<file path="src/rtl/isa_pkg.sv">
package isa_pkg;

	// One instruction word with two readings. The opcode view is used
	// while a handler runs and the raw view when the word is a handler
	// address fetched from the vector table.
	typedef union packed {
		struct packed {
			logic [5:0]  op;
			logic [25:0] rest;
		} fields;
		logic [31:0] raw;
	} instr_word_u;

	// Return from interrupt, opcode with all ones
	localparam logic [5:0] OP_RETI = 6'b111111;

	// Vector table base out of reset
	// spart slot sits at the base, spu slot one word above
	localparam logic [31:0] VEC_BASE_RESET = 32'h0000_0008;

endpackage

</file>
<file path="src/rtl/int_reg_pkg.sv">
package int_reg_pkg;

	// APB address width
	localparam int ADDR_W = 8;

	// Number of interrupt sources
	localparam int NUM_SRC = 2;

	// Bit positions inside the enable, pending and pick vectors
	localparam int SRC_SPART = 0;
	localparam int SRC_SPU   = 1;

	// Register map
	localparam logic [ADDR_W-1:0] REG_ENABLE   = 8'h00;
	localparam logic [ADDR_W-1:0] REG_PENDING  = 8'h04;
	localparam logic [ADDR_W-1:0] REG_VEC_BASE = 8'h08;
	localparam logic [ADDR_W-1:0] REG_RESUME   = 8'h0C;

endpackage

</file>
<file path="src/rtl/int_apb_regs.sv">
`timescale 1ns/1ps

module int_apb_regs (
	input  logic                             clk,
	input  logic                             rst,
	input  logic                             psel,
	input  logic                             penable,
	input  logic                             pwrite,
	input  logic [int_reg_pkg::ADDR_W-1:0]   paddr,
	input  logic [31:0]                      pwdata,
	input  logic [int_reg_pkg::NUM_SRC-1:0]  src_line,
	input  logic                             accept,
	input  logic [int_reg_pkg::NUM_SRC-1:0]  accept_src,
	input  logic [31:0]                      resume_pc,
	output logic [31:0]                      prdata,
	output logic                             pready,
	output logic                             pslverr,
	output logic [int_reg_pkg::NUM_SRC-1:0]  enable,
	output logic [int_reg_pkg::NUM_SRC-1:0]  pending,
	output logic [31:0]                      vec_base
);

	logic                            access;
	logic                            mapped;
	logic                            wr_ok;
	logic [int_reg_pkg::NUM_SRC-1:0] sw_clr;
	logic [int_reg_pkg::NUM_SRC-1:0] hw_clr;
	logic [31:2]                     vec_base_q;

	// Every transfer finishes in its access cycle
	assign pready = 1'b1;
	assign access = psel & penable;

	always_comb begin
		case (paddr)
			int_reg_pkg::REG_ENABLE,
			int_reg_pkg::REG_PENDING,
			int_reg_pkg::REG_VEC_BASE,
			int_reg_pkg::REG_RESUME: mapped = 1'b1;
			default:                 mapped = 1'b0;
		endcase
	end

	// Resume PC is read-only, so a write to it is an error as well
	assign pslverr = access & (~mapped | (pwrite & (paddr == int_reg_pkg::REG_RESUME)));
	assign wr_ok   = access & pwrite & ~pslverr;

	// Write-one-to-clear from software, accept strobe from the sequencer
	assign sw_clr = (wr_ok && paddr == int_reg_pkg::REG_PENDING) ?
		pwdata[int_reg_pkg::NUM_SRC-1:0] : '0;
	assign hw_clr = accept ? accept_src : '0;

	always_ff @(posedge clk or posedge rst) begin
		if (rst) begin
			enable <= '0;
		end else if (wr_ok && paddr == int_reg_pkg::REG_ENABLE) begin
			enable <= pwdata[int_reg_pkg::NUM_SRC-1:0];
		end
	end

	// A new event on the line wins over a clear in the same cycle
	always_ff @(posedge clk or posedge rst) begin
		if (rst) begin
			pending <= '0;
		end else begin
			pending <= (pending & ~(sw_clr | hw_clr)) | src_line;
		end
	end

	always_ff @(posedge clk or posedge rst) begin
		if (rst) begin
			vec_base_q <= isa_pkg::VEC_BASE_RESET[31:2];
		end else if (wr_ok && paddr == int_reg_pkg::REG_VEC_BASE) begin
			vec_base_q <= pwdata[31:2];
		end
	end

	// Slots are word aligned
	assign vec_base = {vec_base_q, 2'b00};

	// Read mux, unmapped offsets return zero
	always_comb begin
		prdata = '0;
		case (paddr)
			int_reg_pkg::REG_ENABLE:   prdata[int_reg_pkg::NUM_SRC-1:0] = enable;
			int_reg_pkg::REG_PENDING:  prdata[int_reg_pkg::NUM_SRC-1:0] = pending;
			int_reg_pkg::REG_VEC_BASE: prdata = vec_base;
			int_reg_pkg::REG_RESUME:   prdata = resume_pc;
			default:                   prdata = '0;
		endcase
	end

endmodule

</file>
<file path="src/rtl/int_fsm.sv">
`timescale 1ns/1ps

module int_fsm (
	input  logic        clk,
	input  logic        rst,
	input  logic        any_req,
	input  logic [31:0] instruction,
	input  logic        expired,
	output logic        accept,
	output logic        load_pc,
	output logic        capture_handler,
	output logic        start_drain,
	output logic        int_wait,
	output logic        int_run,
	output logic        int_done
);

	localparam logic [2:0] S_IDLE   = 3'd0;
	localparam logic [2:0] S_VECTOR = 3'd1;
	localparam logic [2:0] S_FETCH  = 3'd2;
	localparam logic [2:0] S_DRAIN  = 3'd3;
	localparam logic [2:0] S_RUN    = 3'd4;

	logic [2:0]           state;
	logic [2:0]           next_state;
	isa_pkg::instr_word_u instr_w;

	assign instr_w = instruction;

	always_ff @(posedge clk or posedge rst) begin
		if (rst) begin
			state <= S_IDLE;
		end else begin
			state <= next_state;
		end
	end

	always_comb begin
		next_state      = state;
		accept          = 1'b0;
		load_pc         = 1'b0;
		capture_handler = 1'b0;
		start_drain     = 1'b0;
		int_wait        = 1'b0;
		int_run         = 1'b0;
		int_done        = 1'b0;

		case (state)
			S_IDLE: begin
				// Stall starts in the same cycle the request is taken
				if (any_req) begin
					accept     = 1'b1;
					int_wait   = 1'b1;
					next_state = S_VECTOR;
				end
			end
			S_VECTOR: begin
				// Fetch reads the vector slot this cycle
				load_pc    = 1'b1;
				int_wait   = 1'b1;
				next_state = S_FETCH;
			end
			S_FETCH: begin
				capture_handler = 1'b1;
				start_drain     = 1'b1;
				int_wait        = 1'b1;
				next_state      = S_DRAIN;
			end
			S_DRAIN: begin
				// Older instructions leave the pipeline
				int_wait = 1'b1;
				if (expired) begin
					next_state = S_RUN;
				end
			end
			S_RUN: begin
				int_run = 1'b1;
				if (instr_w.fields.op == isa_pkg::OP_RETI) begin
					int_done   = 1'b1;
					next_state = S_IDLE;
				end
			end
			default: begin
				next_state = S_IDLE;
			end
		endcase
	end

endmodule

</file>
<file path="src/rtl/drain_timer.sv">
`timescale 1ns/1ps

module drain_timer #(
	parameter logic [3:0] DRAIN_CYCLES = 4'd3
) (
	input  logic clk,
	input  logic rst,
	input  logic start,
	output logic expired
);

	logic [3:0] count;

	// Loads on start, then counts down and rests at zero
	always_ff @(posedge clk or posedge rst) begin
		if (rst) begin
			count <= 4'd0;
		end else if (start) begin
			count <= DRAIN_CYCLES;
		end else if (count != 4'd0) begin
			count <= count - 4'd1;
		end
	end

	// Last drain cycle
	assign expired = (count == 4'd1);

endmodule

</file>
<file path="src/rtl/int_capture.sv">
`timescale 1ns/1ps

module int_capture (
	input  logic                            clk,
	input  logic                            rst,
	input  logic [int_reg_pkg::NUM_SRC-1:0] enable,
	input  logic [int_reg_pkg::NUM_SRC-1:0] pending,
	input  logic                            accept,
	input  logic                            take_branch,
	input  logic [31:0]                     pc_curr,
	input  logic [31:0]                     pc_branch,
	input  logic [31:0]                     vec_base,
	input  logic                            load_pc,
	input  logic                            capture_handler,
	input  logic [31:0]                     instruction,
	output logic                            any_req,
	output logic [int_reg_pkg::NUM_SRC-1:0] accept_src,
	output logic [31:0]                     pc_resume,
	output logic [31:0]                     pc_int
);

	logic [int_reg_pkg::NUM_SRC-1:0] req;
	logic                            src_q;
	logic [31:0]                     vec_addr;
	isa_pkg::instr_word_u            instr_w;
	logic [31:0]                     handler_q;

	assign req     = pending & enable;
	assign any_req = |req;

	// Fixed priority, spart ahead of spu
	assign accept_src[int_reg_pkg::SRC_SPART] = req[int_reg_pkg::SRC_SPART];
	assign accept_src[int_reg_pkg::SRC_SPU]   = req[int_reg_pkg::SRC_SPU] &
		~req[int_reg_pkg::SRC_SPART];

	// Source and return PC are held for the whole interrupt
	always_ff @(posedge clk or posedge rst) begin
		if (rst) begin
			src_q     <= 1'b0;
			pc_resume <= '0;
		end else if (accept) begin
			src_q     <= accept_src[int_reg_pkg::SRC_SPU];
			pc_resume <= take_branch ? pc_branch : pc_curr;
		end
	end

	// One word per slot above the base
	assign vec_addr = vec_base + {29'd0, src_q, 2'b00};

	assign instr_w = instruction;

	always_ff @(posedge clk) begin
		if (capture_handler) begin
			handler_q <= instr_w.raw;
		end
	end

	assign pc_int = load_pc ? vec_addr : handler_q;

endmodule

</file>
<file path="src/rtl/int_ctrl_top.sv">
`timescale 1ns/1ps

module int_ctrl_top #(
	parameter logic [3:0] DRAIN_CYCLES = 4'd3
) (
	input  logic                           clk,
	input  logic                           rst,
	input  logic                           spart_int,
	input  logic                           spu_int,
	input  logic [31:0]                    pc_curr,
	input  logic                           take_branch,
	input  logic [31:0]                    pc_branch,
	input  logic [31:0]                    instruction,
	input  logic                           psel,
	input  logic                           penable,
	input  logic                           pwrite,
	input  logic [int_reg_pkg::ADDR_W-1:0] paddr,
	input  logic [31:0]                    pwdata,
	output logic [31:0]                    prdata,
	output logic                           pready,
	output logic                           pslverr,
	output logic [31:0]                    pc_int,
	output logic [31:0]                    pc_resume,
	output logic                           int_wait,
	output logic                           int_run,
	output logic                           int_done
);

	logic [int_reg_pkg::NUM_SRC-1:0] src_line;
	logic [int_reg_pkg::NUM_SRC-1:0] enable;
	logic [int_reg_pkg::NUM_SRC-1:0] pending;
	logic [int_reg_pkg::NUM_SRC-1:0] accept_src;
	logic [31:0]                     vec_base;
	logic                            any_req;
	logic                            accept;
	logic                            load_pc;
	logic                            capture_handler;
	logic                            start_drain;
	logic                            expired;

	// Peripheral lines in source order
	assign src_line[int_reg_pkg::SRC_SPART] = spart_int;
	assign src_line[int_reg_pkg::SRC_SPU]   = spu_int;

	int_apb_regs u_regs (
		.clk        (clk),
		.rst        (rst),
		.psel       (psel),
		.penable    (penable),
		.pwrite     (pwrite),
		.paddr      (paddr),
		.pwdata     (pwdata),
		.src_line   (src_line),
		.accept     (accept),
		.accept_src (accept_src),
		.resume_pc  (pc_resume),
		.prdata     (prdata),
		.pready     (pready),
		.pslverr    (pslverr),
		.enable     (enable),
		.pending    (pending),
		.vec_base   (vec_base)
	);

	int_fsm u_fsm (
		.clk             (clk),
		.rst             (rst),
		.any_req         (any_req),
		.instruction     (instruction),
		.expired         (expired),
		.accept          (accept),
		.load_pc         (load_pc),
		.capture_handler (capture_handler),
		.start_drain     (start_drain),
		.int_wait        (int_wait),
		.int_run         (int_run),
		.int_done        (int_done)
	);

	drain_timer #(
		.DRAIN_CYCLES (DRAIN_CYCLES)
	) u_timer (
		.clk     (clk),
		.rst     (rst),
		.start   (start_drain),
		.expired (expired)
	);

	int_capture u_capture (
		.clk             (clk),
		.rst             (rst),
		.enable          (enable),
		.pending         (pending),
		.accept          (accept),
		.take_branch     (take_branch),
		.pc_curr         (pc_curr),
		.pc_branch       (pc_branch),
		.vec_base        (vec_base),
		.load_pc         (load_pc),
		.capture_handler (capture_handler),
		.instruction     (instruction),
		.any_req         (any_req),
		.accept_src      (accept_src),
		.pc_resume       (pc_resume),
		.pc_int          (pc_int)
	);

endmodule

</file>
<file path="config.mk">
export PLATFORM = sky130hd
export DESIGN_NAME = int_ctrl_top
export DESIGN_NICKNAME = d
export VERILOG_FILES = /design/src/rtl/isa_pkg.sv /design/src/rtl/int_reg_pkg.sv /design/src/rtl/int_apb_regs.sv /design/src/rtl/int_fsm.sv /design/src/rtl/drain_timer.sv /design/src/rtl/int_capture.sv /design/src/rtl/int_ctrl_top.sv
export SDC_FILE = /design/constraint.sdc
export NUM_CORES = 1
export LEC_CHECK = 0
export BUFFER_PORTS_ARGS = -buffer_cell sky130_fd_sc_hd__buf_4
export CAP_MARGIN = 20
export CORE_ASPECT_RATIO = 0.5
export CORE_MARGIN = 2
export CORE_UTILIZATION = 52
export CTS_CLUSTER_SIZE = 10
export DETAILED_ROUTE_END_ITERATION = 8
export GPL_TIMING_DRIVEN = 0
export PLACE_DENSITY = 0.95
export SYNTH_ARGS = -nofsm -noshare
export SYNTH_HDL_FRONTEND = slang
export SYNTH_SLANG_ARGS = --single-unit
</file>
<file path="constraint.sdc">
create_clock -name clk -period 6.8 [get_ports clk]
set_input_delay 0.34 -clock clk [delete_from_list [all_inputs] [get_ports clk]]
set_output_delay 0.34 -clock clk [all_outputs]
set_load 0.05 [all_outputs]
</file>
======== Word-level counts from Yosys, hierarchy flattened ========
Cells that the tools add are included.
operators by class
  reduce and logical (&&, ||, !) cells .... 11
  bitwise gates (word level) .............. 15
  equal/unequal tests ..................... 12
  $add $sub $neg .......................... 2
  mux-type cells .......................... 21
operators with widths
  cell                                                  number
  2-to-1 mux 32 bit                                     2
  one-hot mux 30 bit (2 select lines)                   1
  adder 32 x 3 -> 32 bit                                1
  equality test 8 x 4 -> 1 bit (second input constant)  2
  one-hot mux 3 bit (5 select lines)                    1
  2-to-1 mux 3 bit                                      3
  equality test 8 x 3 -> 1 bit (second input constant)  1
  logical NOT 8 bit                                     1
  2-to-1 mux 1 bit                                      8
  2-to-1 mux 4 bit                                      2
  bitwise AND 1 bit                                     6
  equality test 3 x 2 -> 1 bit (second input constant)  2
  equality test 6 bit (second input constant)           1
  one-hot mux 2 bit (3 select lines)                    1
  bitwise AND 2 bit                                     2
  equality test 4 x 1 -> 1 bit (second input constant)  1
  2-to-1 mux 2 bit                                      2
  inequality test 2 bit (second input constant)         2
  OR 2 bit                                              2
  nonzero test 4 bit                                    1
  OR reduction 4 bit                                    1
  subtractor 4 x 1 -> 4 bit (second input constant)     1
  equality test 3 x 1 -> 1 bit (second input constant)  1
  equality test 3 bit (second input constant)           1
  11 further kinds                                      15
word-level totals
  logic and storage cells ................. 69
  bits of input ports ..................... 144
  register bits ........................... 106
  output and inout port bits .............. 101

======== Longest topological paths before layout ========
  word-level depth ........................ 14
  depth in mapped cells ................... 7

======== Modules after synthesis ========
Synthesis repeated with hierarchy kept, for this count alone.
unflattened totals
  cell total of the unflattened synthesis .. 563
  area, all modules ....................... 5,955.7 um^2
modules (own cells, without submodules)
  module        area each (um^2)  cells an instance  sequential area each (um^2)  times used
  int_capture   3,487.1           346                1,786.7                      1
  int_apb_regs  2,019.4           168                852.1                        1
  drain_timer   251.5             24                 100.1                        1
  int_fsm       197.7             25                 75.1                         1

======== Worst setup path after synthesis ========
Ideal clock, no wire load.
  path type ............................... register to output
  start ................................... register u_regs.vec_base_q[20] (netlist name)
  end ..................................... output port pc_int[30]
  data required time ...................... 6,460 ps
  stages on the path, launching flop included .. 7
  setup slack ............................. 3,892 ps
  arrival ................................. 2,568 ps
  cell sequence ........................... dfrtp_1 > buf_6 > nand4_1 > or4_4 > buf_6 > or4_1 > a31oi_1
on the way
  word-level cells in the longest chain between the ends .. 2
ends and longest elaborated chain
  element                 RTL line            text
  from (decl)             int_apb_regs.sv:28  logic [31:2] vec_base_q;
  from (signal assigned)  int_apb_regs.sv:72  vec_base_q <= isa_pkg::VEC_BASE_RESET[31:2];
  from (signal assigned)  int_apb_regs.sv:74  vec_base_q <= pwdata[31:2];
  adder 32 x 3 -> 32 bit  int_capture.sv:48   assign vec_addr = vec_base + {29'd0, src_q, 2'b00};
  2-to-1 mux 32 bit       int_capture.sv:58   assign pc_int = load_pc ? vec_addr : handler_q;
  to (decl)               int_ctrl_top.sv:22  output logic [31:0] pc_int,
No other way between the ends.

======== Worst setup path in the final report ========
  start ................................... register u_fsm.state[0]
  end ..................................... output port pc_int[22]
on the way
  word-level cells in the longest chain between the ends .. 3
ends and longest elaborated chain
  element                       RTL line           text
  from (decl)                   int_fsm.sv:24      logic [2:0] state;
  from (signal assigned)        int_fsm.sv:34      state <= next_state;
  equality test 3 x 1 -> 1 bit  int_fsm.sv:48      case (state)
  2-to-1 mux 1 bit              int_fsm.sv:48
  2-to-1 mux 32 bit             int_capture.sv:58
No other way between the ends.

==> results.md <==
* Outcome: complete, no violations
* Mapped Cells at 535
* Max-Cap Viols at 0
* TritonCTS buffer count at 9
* Post-synthesis sequential area ratio at 0.503
* Die X at 151 um
* Via-per-instance ratio at 6.10
* DP Cell Count at 915
* Post-synth EDFFs at 32
* WL per Instance at 21.3 um
* Worst EP required at 6460 ps
* Routed vias at 5677
* Die Ht at 77.3 um
* CTS Hold Bufs at 0
* Largest net degree at the start of global routing at 75
* Flops & latches, synth at 106
* Top-count cell post-synth: dfrtp_1
* GP Congestion at 0.911
* Crit path kind: flop to primary output
* Dpl cell area at 0.00758 mm2
* Final Max Tran Viols at 0
* Max_slew headroom at 0.289
* Ys Warns at 0
* CTS Sinks at 106
* Post-synthesis async set-or-reset flop share at 0.698
* Syn_area_per_cell at 10.4 um2
* Iter 0 DRT Violations at 654
* Final Non-Filler Cells at 931
* Cell Rows at 26
* Share of cells above drive strength 1 at 0.392
* Least-Margin Pin Slew at 1060 ps
* Pwr/cell area at 342 mW/mm2
* Synth cell types at 48
* CTS tree: yes
* First-pass GRT wire length at 30.2 mm
* Hold Path Class: input port to flop
* I/O pins at 245
* Top FF cell, synth: dfrtp_1
* Drt drc at 0
* Number of antenna diodes at 0
* Tot Pwr at 2.69 mW
* Final-report hold violation count at 0
* Tmin final at 3180 ps
* Detailed placer's ending HPWL at 14.4 mm
* Post-synth top cells: dfrtp_1 (73), nor2_1 (61), a21oi_1 (38)
* Unrepaired setup endpoints after global routing: false
* Worst setup EP type: primary output
* Initial antenna violation count at 0
* Final period util at 0.467
* Area contributors post-synth: dfrtp_1 (33%), edfxtp_1 (17%), mux2_2 (6.9%)
* Design Area, Final at 0.00788 mm2
* Top-area cell type share of the netlist area at 0.327
* Leakage at 3.58 nW
* Fin Clk Skew at 7.77 ps
* Netlist Area Pre-Place at 0.00559 mm2
* Post-CTS Setup Inserts at 0
* Synth Net Count at 684
* Worst path arrival time at 2840 ps
* DRT Pass-1 Iters at 6
* Total Routed Length at 19.9 mm
* Dominant cell type by area after synthesis: dfrtp_1
* Reg clk slew, reported paths at 70 ps
* Core area at 0.0103 mm2
* Total track usage at 0.344
* Fin worst setup slack at 3620 ps
* Vias in the first global route at 5476
* Port-buffer cells at 240
* CTS root buffer: clkbuf_16
* Worst-path fanout max at 10
* Fillers at 694
* DP Worst Slack at 4040 ps
* Layout area overhead at 41.0%
* NumNets Final at 935
* Initial Util at 0.540
* Post-route ant nets at 0
* Grt ovf at 0
* CTS Buffer Depth at 2
* Fmax at 315 MHz
* Maximum VDD drop at 160 uV
* Final setup fails at 0
* Startpoint Class: flop
* Clk_lat worst skew at 350 ps
* Setup TNS at 0 ps
* Post-CTS Resized at 0
* H-tree depth at 3
* DIE AREA at 0.0116 mm2
==> critical path, stage by stage (launching register included) <==
cell      delay [ps]
dfrtp_1          320
clkbuf_1         350
nor3b_1          910
clkbuf_1         420
o211ai_1         150
nand3_1          140
buf_4            210
==> metal layers <==
layer	share of wire	up-vias	track usage	wire length, um
met2	0.47	431	0.541	9360
met1	0.39	2695	0.466	7810
met3	0.10	74	0.0821	2030
met4	0.033	0	0.125	647
li1	-	2477	-	-
met5	0	-	0	0
==> registers in the layout, summed over array words and instances (netlist names) <==
| name | cells |
|---|---|
| u_capture.handler_q | 32 |
| u_regs.pending | 2 |
| u_regs.enable | 2 |
| u_capture.src_q | 1 |
| u_regs.vec_base_q | 30 |
| u_timer.count | 4 |
| u_capture.pc_resume | 32 |
| u_fsm.state | 3 |
==> worst paths after layout <==
check,from,endpoint,slack (ps),cells after the start
worst max-delay path,u_fsm.state[0]$_DFFE_PP0P_,pc_int[22],3620,6
worst min-delay path,instruction[9],u_capture.handler_q[9]$_DFFE_PP_,170,1
max in group asynchronous,rst,u_regs.vec_base_q[22]$_DFFE_PP0P_,6030,2
min in group asynchronous,rst,u_capture.pc_resume[28]$_DFFE_PP0P_,180,2
worst max register to register,u_fsm.state[0]$_DFFE_PP0P_,u_capture.pc_resume[11]$_DFFE_PP0P_,4210,7
worst min register to register,u_timer.count[1]$_DFFE_PP0P_,u_timer.count[1]$_DFFE_PP0P_,540,1
==> area by class of cell <==
cell class | instances | area [um2] | share of cell area
flip-flops and latches | 106 | 2810 | 0.357
multi-input cells | 381 | 2560 | 0.325
repair buffers | 240 | 1800 | 0.229
clock buffers | 10 | 239 | 0.0303
plain buffers | 43 | 204 | 0.0259
well taps | 140 | 175 | 0.0222
clock inverters | 6 | 63.8 | 0.00810
inverters | 5 | 21.3 | 0.00270
==> stage by stage <==
step | hold slack, ps | util
global placement | 485 | 0.731
floorplan | 439 | -
CTS | 166 | 0.762
finish | 167 | 0.762
detailed placement | 499 | 0.732
global route | 157 | 0.762
==> kinds of logic (layout without fill, tap and decap cells) <==
kind of cell,count (synthesis),count (layout),share of synthesized area
other,1,1,0.000671
DFF,106,106,0.503
adders and majority gates,5,5,0.0112
AOI/OAI and AO/OA,119,119,0.139
xor gates and xnor gates,14,14,0.0219
buffers and inverters,48,304,0.0398
and+or+nand+nor,175,175,0.156
muxes,67,67,0.128
==> power by group <==
group          switching, mW  total, mW  internal, mW  leakage [nW]
Sequential            0.0969      0.908         0.811          1.16
Combinational          0.879       1.25         0.369          2.27
Clock                  0.241      0.538         0.297         0.153
==> placed cells by master (no fill, tap or decap), types with 4 or more instances in the layout <==
cell type	instances
a21oi_1	38
a22o_1	29
a31oi_1	17
and2_1	4
and3_1	4
buf_2	4
buf_4	244
clkbuf_1	32
clkbuf_16	9
dfrtp_1	73
edfxtp_1	32
ha_1	5
inv_1	4
mux2_2	34
mux2i_1	33
nand2_1	36
nand3_1	16
nand4_1	16
nor2_1	60
o21ai_0	17
o31ai_1	7
or3_1	6
or4_1	9
xor2_1	12
Note: power is estimated with default switching activity, not from simulation.
